--- src/rv_byte_cfg.svh ---
// 16-bit byte address space, pc starts at zero, register count fixed at 32 by the RV32I decode
`ifndef RV_BYTE_CFG_SVH
`define RV_BYTE_CFG_SVH

// external address bus width, pc is truncated to this
`define RV_ADDR_W 16

// pc value after reset
`define RV_START_ADDR 16'h0000

// architectural registers, x0 included
`define RV_NREGS 32

`endif

--- src/rv_byte_pkg.sv ---
// shared types for the byte-serial core; addr_t narrows the RV32I pc to RV_ADDR_W bits
`include "rv_byte_cfg.svh"

package rv_byte_pkg;

  typedef logic [31:0]           word_t;    // register values, operands, results
  typedef logic [`RV_ADDR_W-1:0] addr_t;    // pc and bus address
  typedef logic [7:0]            byte_t;    // bus data
  typedef logic [4:0]            reg_idx_t; // register index
  typedef logic [2:0]            funct3_t;  // function field, store size too

  // one phase per unheld cycle
  typedef enum logic [2:0] {
    PH_FETCH0,
    PH_FETCH1,
    PH_FETCH2,
    PH_FETCH3,
    PH_EXEC,
    PH_STORE
  } seq_state_t;

  // loads, fences and system ops all land on CL_NOP
  typedef enum logic [3:0] {
    CL_LUI,
    CL_AUIPC,
    CL_JAL,
    CL_JALR,
    CL_BRANCH,
    CL_STORE,
    CL_OPIMM,
    CL_OP,
    CL_NOP
  } op_class_t;

endpackage

--- src/rv_dec_if.sv ---
// decoded fields are combinational from the held instruction word and valid only in EXEC and STORE
`timescale 1ns/1ps

interface rv_dec_if;
  import rv_byte_pkg::*;

  op_class_t op_class;
  funct3_t   funct3;
  logic      alt;      // SUB or SRA
  reg_idx_t  rd;
  reg_idx_t  rs1;
  reg_idx_t  rs2;
  word_t     imm;      // already sign-extended

  modport dec (output op_class, funct3, alt, rd, rs1, rs2, imm);

  modport rf (input rs1, rs2);

  modport exe (input op_class, funct3, alt, rd, rs1, rs2, imm);

endinterface

--- src/rv_byte_core.sv ---
// byte-serial RV32I core without loads or CSRs; hold freezes everything and forces wren low
`timescale 1ns/1ps

module rv_byte_core (
  input  logic               clk,
  input  logic               rst,
  input  logic               hold,
  input  rv_byte_pkg::byte_t data_in,
  output rv_byte_pkg::addr_t address,
  output rv_byte_pkg::byte_t data_out,
  output logic               wren
);
  import rv_byte_pkg::*;

  word_t    inst;
  addr_t    pc;
  logic     exec;
  word_t    rs1_data;
  word_t    rs2_data;
  logic     wb_en;
  reg_idx_t wb_idx;
  word_t    wb_data;
  addr_t    next_pc;
  logic     store_req;
  addr_t    store_addr;
  word_t    store_data;
  funct3_t  store_size;

  rv_dec_if dec_if ();

  rv_sequencer seq_i (
    .clk        (clk),
    .rst        (rst),
    .hold       (hold),
    .data_in    (data_in),
    .next_pc    (next_pc),
    .store_req  (store_req),
    .store_addr (store_addr),
    .store_data (store_data),
    .store_size (store_size),
    .address    (address),
    .data_out   (data_out),
    .wren       (wren),
    .inst       (inst),
    .pc         (pc),
    .exec       (exec)
  );

  rv_decode dec_i (
    .inst (inst),
    .dec  (dec_if.dec)
  );

  rv_regfile rf_i (
    .clk      (clk),
    .rst      (rst),
    .dec      (dec_if.rf),
    .wb_en    (wb_en),
    .wb_idx   (wb_idx),
    .wb_data  (wb_data),
    .rs1_data (rs1_data),
    .rs2_data (rs2_data)
  );

  rv_execute exe_i (
    .exec       (exec),
    .pc         (pc),
    .dec        (dec_if.exe),
    .rs1_data   (rs1_data),
    .rs2_data   (rs2_data),
    .wb_en      (wb_en),
    .wb_idx     (wb_idx),
    .wb_data    (wb_data),
    .next_pc    (next_pc),
    .store_req  (store_req),
    .store_addr (store_addr),
    .store_data (store_data),
    .store_size (store_size)
  );

endmodule

--- src/rv_decode.sv ---
// RV32I base decode only; loads, FENCE, SYSTEM and undefined encodings come out as CL_NOP
`timescale 1ns/1ps

module rv_decode (
  input rv_byte_pkg::word_t inst,
  rv_dec_if.dec             dec
);
  import rv_byte_pkg::*;

  logic [6:0] opcode;
  logic [6:0] funct7;
  funct3_t    f3;
  word_t      imm_i;
  word_t      imm_s;
  word_t      imm_b;
  word_t      imm_u;
  word_t      imm_j;

  assign opcode = inst[6:0];
  assign funct7 = inst[31:25];
  assign f3     = inst[14:12];

  assign imm_i = {{20{inst[31]}}, inst[31:20]};
  assign imm_s = {{20{inst[31]}}, inst[31:25], inst[11:7]};
  assign imm_b = {{20{inst[31]}}, inst[7], inst[30:25], inst[11:8], 1'b0};
  assign imm_u = {inst[31:12], 12'b0};
  assign imm_j = {{12{inst[31]}}, inst[19:12], inst[20], inst[30:21], 1'b0};

  always_comb begin
    dec.op_class = CL_NOP;
    case (opcode)
      7'b0110111: dec.op_class = CL_LUI;
      7'b0010111: dec.op_class = CL_AUIPC;
      7'b1101111: dec.op_class = CL_JAL;
      7'b1100111: if (f3 == 3'b000) dec.op_class = CL_JALR;
      7'b1100011: if (f3[2:1] != 2'b01) dec.op_class = CL_BRANCH; // 010/011 undefined
      7'b0100011: if (f3 <= 3'b010) dec.op_class = CL_STORE;
      7'b0010011: begin
        if (f3 == 3'b001) begin
          if (funct7 == 7'b0000000) dec.op_class = CL_OPIMM;
        end else if (f3 == 3'b101) begin
          if (funct7 == 7'b0000000 || funct7 == 7'b0100000) dec.op_class = CL_OPIMM;
        end else begin
          dec.op_class = CL_OPIMM;
        end
      end
      7'b0110011: begin
        if (funct7 == 7'b0000000) dec.op_class = CL_OP;
        else if (funct7 == 7'b0100000 && (f3 == 3'b000 || f3 == 3'b101))
          dec.op_class = CL_OP; // SUB, SRA
      end
      default: dec.op_class = CL_NOP;
    endcase
  end

  always_comb begin
    case (dec.op_class)
      CL_LUI, CL_AUIPC: dec.imm = imm_u;
      CL_JAL:           dec.imm = imm_j;
      CL_JALR, CL_OPIMM: dec.imm = imm_i;
      CL_BRANCH:        dec.imm = imm_b;
      CL_STORE:         dec.imm = imm_s;
      default:          dec.imm = '0;
    endcase
  end

  // only OP and the OPIMM right shifts look at bit 30
  assign dec.alt = (dec.op_class == CL_OP) ||
                   (dec.op_class == CL_OPIMM && f3 == 3'b101) ? inst[30] : 1'b0;

  assign dec.funct3 = f3;
  assign dec.rd     = inst[11:7];
  assign dec.rs1    = inst[19:15];
  assign dec.rs2    = inst[24:20];

endmodule

--- src/rv_execute.sv ---
// single-cycle RV32I execute; targets wrap at RV_ADDR_W bits and no misalignment trap exists
`timescale 1ns/1ps

module rv_execute (
  input  logic                  exec,
  input  rv_byte_pkg::addr_t    pc,
  rv_dec_if.exe                 dec,
  input  rv_byte_pkg::word_t    rs1_data,
  input  rv_byte_pkg::word_t    rs2_data,
  output logic                  wb_en,
  output rv_byte_pkg::reg_idx_t wb_idx,
  output rv_byte_pkg::word_t    wb_data,
  output rv_byte_pkg::addr_t    next_pc,
  output logic                  store_req,
  output rv_byte_pkg::addr_t    store_addr,
  output rv_byte_pkg::word_t    store_data,
  output rv_byte_pkg::funct3_t  store_size
);
  import rv_byte_pkg::*;

  word_t      op_b;
  word_t      alu_res;
  word_t      pc_w;
  word_t      link;
  word_t      rs1_imm;   // JALR target and store address
  logic [4:0] shamt;
  logic       eq;
  logic       lt;
  logic       ltu;
  logic       take;

  assign pc_w    = word_t'(pc);
  assign link    = pc_w + 32'd4;
  assign rs1_imm = rs1_data + dec.imm;

  // branches compare against rs2, so one comparator serves SLT and Bxx
  assign op_b  = (dec.op_class == CL_OPIMM) ? dec.imm : rs2_data;
  assign shamt = op_b[4:0];
  assign eq    = (rs1_data == op_b);
  assign lt    = ($signed(rs1_data) < $signed(op_b));
  assign ltu   = (rs1_data < op_b);

  always_comb begin
    case (dec.funct3)
      3'b000:  alu_res = dec.alt ? rs1_data - op_b : rs1_data + op_b;
      3'b001:  alu_res = rs1_data << shamt;
      3'b010:  alu_res = {31'b0, lt};
      3'b011:  alu_res = {31'b0, ltu};
      3'b100:  alu_res = rs1_data ^ op_b;
      3'b101:  alu_res = dec.alt ? word_t'($signed(rs1_data) >>> shamt) : rs1_data >> shamt;
      3'b110:  alu_res = rs1_data | op_b;
      default: alu_res = rs1_data & op_b;
    endcase
  end

  always_comb begin
    case (dec.funct3)
      3'b000:  take = eq;   // BEQ
      3'b001:  take = !eq;  // BNE
      3'b100:  take = lt;
      3'b101:  take = !lt;  // BGE
      3'b110:  take = ltu;
      3'b111:  take = !ltu; // BGEU
      default: take = 1'b0;
    endcase
  end

  always_comb begin
    next_pc = pc + addr_t'(4);
    case (dec.op_class)
      CL_JAL:    next_pc = pc + addr_t'(dec.imm);
      CL_JALR:   next_pc = addr_t'(rs1_imm) & ~addr_t'(1); // bit 0 cleared
      CL_BRANCH: if (take) next_pc = pc + addr_t'(dec.imm);
      default:   next_pc = pc + addr_t'(4);
    endcase
  end

  always_comb begin
    wb_en   = exec;
    wb_data = '0;
    case (dec.op_class)
      CL_LUI:          wb_data = dec.imm;
      CL_AUIPC:        wb_data = pc_w + dec.imm;
      CL_JAL, CL_JALR: wb_data = link;
      CL_OPIMM, CL_OP: wb_data = alu_res;
      default:         wb_en   = 1'b0; // branch, store, nop
    endcase
  end

  assign wb_idx = dec.rd;

  // inst and rs2 stay put through STORE, so these need no latching
  assign store_req  = exec && (dec.op_class == CL_STORE);
  assign store_addr = addr_t'(rs1_imm);
  assign store_data = rs2_data;
  assign store_size = dec.funct3;

endmodule

--- src/rv_regfile.sv ---
// 32 registers only, x0 hardwired to zero; reads are combinational, write lands at the clock edge
`timescale 1ns/1ps
`include "rv_byte_cfg.svh"

module rv_regfile (
  input  logic                  clk,
  input  logic                  rst,
  rv_dec_if.rf                  dec,
  input  logic                  wb_en,
  input  rv_byte_pkg::reg_idx_t wb_idx,
  input  rv_byte_pkg::word_t    wb_data,
  output rv_byte_pkg::word_t    rs1_data,
  output rv_byte_pkg::word_t    rs2_data
);
  import rv_byte_pkg::*;

  word_t regs [`RV_NREGS];

  always_ff @(posedge clk) begin
    if (rst) begin
      for (int i = 0; i < `RV_NREGS; i++) begin
        regs[i] <= '0;
      end
    end else if (wb_en && wb_idx != '0) begin // x0 writes dropped
      regs[wb_idx] <= wb_data;
    end
  end

  assign rs1_data = (dec.rs1 == '0) ? '0 : regs[dec.rs1];
  assign rs2_data = (dec.rs2 == '0) ? '0 : regs[dec.rs2];

endmodule

--- src/rv_sequencer.sv ---
// strict four fetch cycles, one EXEC, then 1/2/4 STORE cycles; memory reads must be asynchronous
`timescale 1ns/1ps
`include "rv_byte_cfg.svh"

module rv_sequencer (
  input  logic                 clk,
  input  logic                 rst,
  input  logic                 hold,
  input  rv_byte_pkg::byte_t   data_in,
  input  rv_byte_pkg::addr_t   next_pc,
  input  logic                 store_req,
  input  rv_byte_pkg::addr_t   store_addr,
  input  rv_byte_pkg::word_t   store_data,
  input  rv_byte_pkg::funct3_t store_size,
  output rv_byte_pkg::addr_t   address,
  output rv_byte_pkg::byte_t   data_out,
  output logic                 wren,
  output rv_byte_pkg::word_t   inst,
  output rv_byte_pkg::addr_t   pc,
  output logic                 exec
);
  import rv_byte_pkg::*;

  seq_state_t state;
  logic [1:0] byte_cnt;    // store byte number
  logic [1:0] store_last;
  logic [1:0] fetch_ofs;

  always_comb begin
    case (store_size[1:0])
      2'b00:   store_last = 2'd0; // SB
      2'b01:   store_last = 2'd1; // SH
      default: store_last = 2'd3; // SW
    endcase
  end

  always_ff @(posedge clk) begin
    if (rst) begin
      state    <= PH_FETCH0;
      pc       <= `RV_START_ADDR;
      byte_cnt <= '0;
    end else if (!hold) begin
      case (state)
        PH_FETCH0: state <= PH_FETCH1;
        PH_FETCH1: state <= PH_FETCH2;
        PH_FETCH2: state <= PH_FETCH3;
        PH_FETCH3: state <= PH_EXEC;
        PH_EXEC: begin
          pc       <= next_pc;
          byte_cnt <= '0;
          state    <= store_req ? PH_STORE : PH_FETCH0;
        end
        PH_STORE: begin
          byte_cnt <= byte_cnt + 2'd1;
          if (byte_cnt == store_last) state <= PH_FETCH0;
        end
        default: state <= PH_FETCH0;
      endcase
    end
  end

  // little-endian assembly, one byte per fetch phase
  always_ff @(posedge clk) begin
    if (!hold) begin
      case (state)
        PH_FETCH0: inst[7:0]   <= data_in;
        PH_FETCH1: inst[15:8]  <= data_in;
        PH_FETCH2: inst[23:16] <= data_in;
        PH_FETCH3: inst[31:24] <= data_in;
        default:   inst        <= inst;
      endcase
    end
  end

  always_comb begin
    case (state)
      PH_FETCH1: fetch_ofs = 2'd1;
      PH_FETCH2: fetch_ofs = 2'd2;
      PH_FETCH3: fetch_ofs = 2'd3;
      default:   fetch_ofs = 2'd0;
    endcase
  end

  assign address  = (state == PH_STORE) ? store_addr + addr_t'(byte_cnt)
                                        : pc + addr_t'(fetch_ofs);
  assign data_out = (state == PH_STORE) ? store_data[{byte_cnt, 3'b000} +: 8] : '0;
  assign wren     = (state == PH_STORE) && !hold;
  assign exec     = (state == PH_EXEC) && !hold; // one-cycle strobe, held off while frozen

endmodule

--- config.mk ---
export PLATFORM = sky130hd
export DESIGN_NAME = rv_byte_core
export DESIGN_NICKNAME = d
export VERILOG_FILES = /design/src/rv_byte_pkg.sv /design/src/rv_dec_if.sv /design/src/rv_byte_core.sv /design/src/rv_decode.sv /design/src/rv_execute.sv /design/src/rv_regfile.sv /design/src/rv_sequencer.sv
export VERILOG_INCLUDE_DIRS = /design/src /design/src/src
export SDC_FILE = /design/constraint.sdc
export NUM_CORES = 2
export LEC_CHECK = 0
export BUFFER_PORTS_ARGS = -buffer_cell sky130_fd_sc_hd__buf_2
export CAP_MARGIN = 5
export CORE_MARGIN = 5
export CORE_UTILIZATION = 60
export DETAILED_ROUTE_END_ITERATION = 12
export PLACE_DENSITY_LB_ADDON = 0.05
export SLEW_MARGIN = 20
export SYNTH_ARGS = -nofsm -noshare
export SYNTH_HDL_FRONTEND = slang
export SYNTH_HIERARCHICAL = 1
export SYNTH_SLANG_ARGS = --single-unit
--- constraint.sdc ---
create_clock -name clk -period 13.23 [get_ports clk]
set_clock_uncertainty 0.05 [all_clocks]
set_input_delay 1.9845 -clock clk [delete_from_list [all_inputs] [get_ports clk]]
set_output_delay 1.9845 -clock clk [all_outputs]
set_load 0.02 [all_outputs]
# == Yosys cells after proc, flatten, opt, wreduce, memory -nomap -nowiden ==
# Memory sizes are Yosys's and may differ from the RTL's.
# Cells that the tools add are included.
# totals
memories,1
ram_bits,1024
out_inout_bits,25
inputBits,11
ff_bits,53
# memory_table
memory,words,width,read_ports,rd_clocked_by_memory_dff,wr,line_no,text
rf_i.regs,32,32,2,0,32,rv_regfile.sv:17,word_t regs [`RV_NREGS];
# classes
magnitude_cmp,3
reduce_logical,35
shift,4
bitwise,4
n_mux,39
addsub,10
n_eq_ne,33
# ops
cell,n
32-bit one-hot mux with 7 select lines,1
32-bit 2-to-1 mux,6
32-bit one-hot mux with 5 select lines,1
32-bit one-hot mux with 4 select lines,1
32-bit less-than comparator,2
16-bit one-hot mux with 3 select lines,1
4-bit 2-to-1 mux,9
16-bit adder,2
16-bit by 2-bit adder with 16-bit output,2
16-bit by 32-bit adder with 32-bit output,1
32-bit adder,1
32-bit bitwise AND,1
32-bit equality test,1
16-bit 2-to-1 mux,2
32-bit OR,1
4-bit one-hot mux with 8 select lines,1
32-bit OR reduction,1
32-bit by 6-bit indexed part select with 8-bit output,1
32-bit by 5-bit << shifter with 32-bit output,1
32-bit by 5-bit >> shifter with 32-bit output,1
32-bit by 5-bit >>> shifter with 32-bit output,1
32-bit subtractor,1
32-bit XOR,1
"7-bit by 6-bit equality test with 1-bit output, second input constant",4
other kinds (37),84

# == Longest topological paths before layout ==
# depth
depth_word,15
mapped_depth,29
mapped_depth_nobuf,21

# == Modules after synthesis ==
# Netlist, hierarchy kept.
# by_module_without_submodules
module,seq_area_each_um2,area_per_inst_um2,n_inst,cells_each
rv_regfile,30749.5,54249.5,1,3502
rv_execute,0.0,12687.2,1,1917
rv_sequencer,1381.3,2839.0,1,270
rv_decode,0.0,820.8,1,114

# == Worst setup path before layout ==
# Ideal clock, no wire load.
# synth_path
kind,register to output
start,register seq_i.inst[17]
end,output port address[15]
stages_incl_launch_ff,21
path_buffers,4
arrival_ns,5.108
required_time_ns,11.196
path_slack_ns,6.088
path_cell_list,edfxtp_1 > buf_4 > buf_2 > buf_2 > buf_1 > mux4_2 > mux4_2 > o22ai_1 > nor3_1 > ha_1 > a21o_1 > a21o_1 > a2111oi_0 > o21ai_0 > o41ai_1 > xnor2_1 > and3_1 > and3_1 > nand3_1 > xor2_1 > mux2i_1
# synth_via
elab_chain_cells,5
word_cells_on_any_way,6
cone_classes,add/sub: 2; mux: 2; reduce/logical: 1; memory: 1
# synth_lines
element,line_no,text
start: declaration,rv_sequencer.sv:18,"output rv_byte_pkg::word_t inst,"
start signal: assignment,rv_sequencer.sv:68,PH_FETCH2: inst[23:16] <= data_in;
start signal: assignment,rv_sequencer.sv:70,default: inst <= inst;
memory 32 x 32 bit / 5-bit zero test (equally long branches),-,
32-bit 2-to-1 mux (*),rv_regfile.sv:29,assign rs1_data = (dec.rs1 == '0) ? '0 : regs[dec.rs1];
net rs1_data[1],rv_byte_core.sv:18,word_t rs1_data;
16-bit adder (*),rv_execute.sv:34,assign rs1_imm = rs1_data + dec.imm;
net store_addr[11],rv_byte_core.sv:25,addr_t store_addr;
16-bit by 2-bit adder with 16-bit output (*),rv_sequencer.sv:84,assign address = (state == PH_STORE) ? store_addr + addr_t'(byte_cnt)
16-bit 2-to-1 mux (*),rv_sequencer.sv:84,
end: declaration,rv_byte_core.sv:9,"output rv_byte_pkg::addr_t address,"
# The timed path passes the listed nets; every way through them passes the cells marked *.

# == Final worst setup path ==
# layout_path
start,register seq_i.inst[16]
end,output port address[15]
# Same word-level chain as after synthesis.

==> run metrics <==
outcome=finished, final reports clean; clk sinks=1,077; final instance area=0.07596 sq mm; vias in the first global route=52,310; Vias/cell=7.479; core area=0.1165 sq mm; first-pass GRT wire length=394.0 mm; htree depth=3; critical path fanouts, max=90; CTS clock-pin slew for the worst setup and hold paths=0.06 ns; Synth Instances=5,802; GRT Overall Usage=0.4456; via count=54,290; Clock Latency Late Sink=0.77 ns; number of nets in the layout=5,775; measured slew at the worst slew-check pin=1.438 ns; dpl hpwl=191.4 mm; die height=353 um; crit path DAT=7.42 ns; cts hold-fix bufs=0; TritonCTS clock tree=yes; end-of-flow core utilization=0.6519; DRC viols=0; Hold Path Class=reg -> reg; Worst Path Required=11.20 ns; pwr/cell area=107.5 mW/mm^2; final WL=283.5 mm; setup repair bufs after CTS=0; Area Overhead vs Synth=7.609%; max incr delay on CP=0.61 ns; share of cells above drive strength 1=0.2048; CP max-delay cell=mux4_2; Placer Congestion=1.075; crit path cell chain=buf_12 > buf_12 > mux4_2 > mux4_2 > o22ai_1 > nor3_2 > buf_4 > ha_1 > a2111oi_0 > o21ai_0 > o41ai_1 > xnor2_1 > and3_1 > and3_1 > nand3_1 > xor2_1 > mux2i_1 > buf_2; Starting DRT DRC Count=9,385; Num CTS Buffers=113; Slew Limit Fails=0; Overflow after GRT=0; pin count of the biggest net entering global routing=102; RSZ-0062 raised after global routing=false; DP Area=0.07223 sq mm; synth warn=6; Bufs and invs on worst path=4; initial antenna violation count=20; worst ir drop on vdd=126.0 uV; Clock Tree Root=clkbuf_16; Ports=36; Routed wire per std cell=39.06 um; Crit path max-delay family=compound AO/OA/AOI/OAI gates; setup TNS=0 ns; critical path startpoint category=register; max-cap violation count=0; crit share post-route=0.7144; syn avg cell area=12.17 sq um; CTS resizes=0; crit end category=output port; post-route ant nets=0; Max-slew headroom=0.03392; WS Path Type=reg -> out; cell row count=125; PortBufs=35; Initial Util=0.6058; Detailed Routing Iterations Pass 1=11; CTS max path bufs=3; Die X=353 um; Cell Area, Synth=0.07059 sq mm; Hold Fails Final Rpt=0; Leak Pwr=0.02823 uW; Setup-failing EPs final=0; die area=0.1246 sq mm; fmax=105.8 MHz; fin crit period=9.451 ns
registers in the layout (all words and copies together) (netlist names):
register        cells
seq_i/byte_cnt      2
seq_i/pc           16
seq_i/inst         32
seq_i/state         3
rf_i/regs        1024
report_power, final:
group          total, uW  switching, uW  leakage (uW)  internal [uW]
clock network       3190           1390       0.00178           1800
logic               1040            684        0.0154            359
registers           3930           71.7        0.0110           3860
cells in the final DEF, fill, tap and decap left out, types with 29 or more instances in the layout:
master / count
edfxtp_1: 1056
and2_1: 1002
mux4_2: 483
mux2i_1: 321
nand2_1: 242
buf_4: 229
a21oi_1: 200
nor2_1: 188
o21ai_0: 138
o22ai_1: 130
ha_1: 126
inv_1: 120
clkbuf_16: 115
nor3_1: 88
xnor2_1: 73
mux2_2: 66
nand3_1: 62
nor2b_1: 58
a22o_1: 57
xor2_1: 46
or2_2: 43
o211ai_1: 42
a21o_1: 40
a2111oi_1: 40
a211oi_1: 38
buf_2: 35
a31oi_1: 34
clkinv_1: 33
conb_1: 32
a22oi_1: 29
metal layers:
layer,global-route usage,up-vias,share of wire
met3,0.1349,1127,0.15
met5,0.004615,-,0.00062
met1,0.5824,26760,0.34
li1,-,21610,-
met2,0.6486,4778,0.43
met4,0.2938,16,0.084
final cells by class:
type / count / area, sq um
fillers: 8618 / 40560
well taps: 1524 / 1907
diodes: 12 / 30.03
clock inverters: 69 / 700.7
repair buffers: 273 / 2074
multi-input cells: 4040 / 35680
clock buffers: 136 / 2957
inverters: 128 / 485.5
flip-flops and latches: 1077 / 32130
worst reg2reg max path: stages, from the launching register on:
cell	delay, ns
edfxtp_1	0.85
a21oi_1	0.27
a221o_1	0.41
a21oi_1	0.34
clkinv_1	0.13
buf_4	0.33
and4bb_4	0.94
mux2i_4	0.39
buf_4	0.65
inv_2	0.13
ha_1	0.38
nor2b_1	0.19
o31ai_1	0.82
a211oi_1	0.20
or3_1	0.50
a221o_1	0.42
nand2_1	0.12
o21ai_0	0.11
xnor2_1	0.17
o211ai_1	0.92
buf_4	0.42
and2_1	0.21
worst paths after layout:
kind	depth (start not counted)	end	slack (ns)	start
hold / removal	2	seq_i/pc[0]	0.58	seq_i/pc[0]
setup reg to reg	21	rf_i/regs[19][24]	4.18	seq_i/inst[13]
hold reg to reg	2	seq_i/pc[0]	0.58	seq_i/pc[0]
setup / recovery	18	address[15]	3.78	seq_i/inst[16]
stage by stage:
step	hold WS [ns]	cells	setup slack (ns)	total power, uW
global placement	0.5228	7041	4.536	4984
CTS	0.5459	7247	3.876	8127
detailed placement	0.5369	7042	4.492	4990
floorplan	0.4325	5833	6.088	4604
global route	0.5748	7247	3.535	8347
finish	0.5772	7259	3.779	8167
No activity file was read; power rests on OpenSTA's default activity.
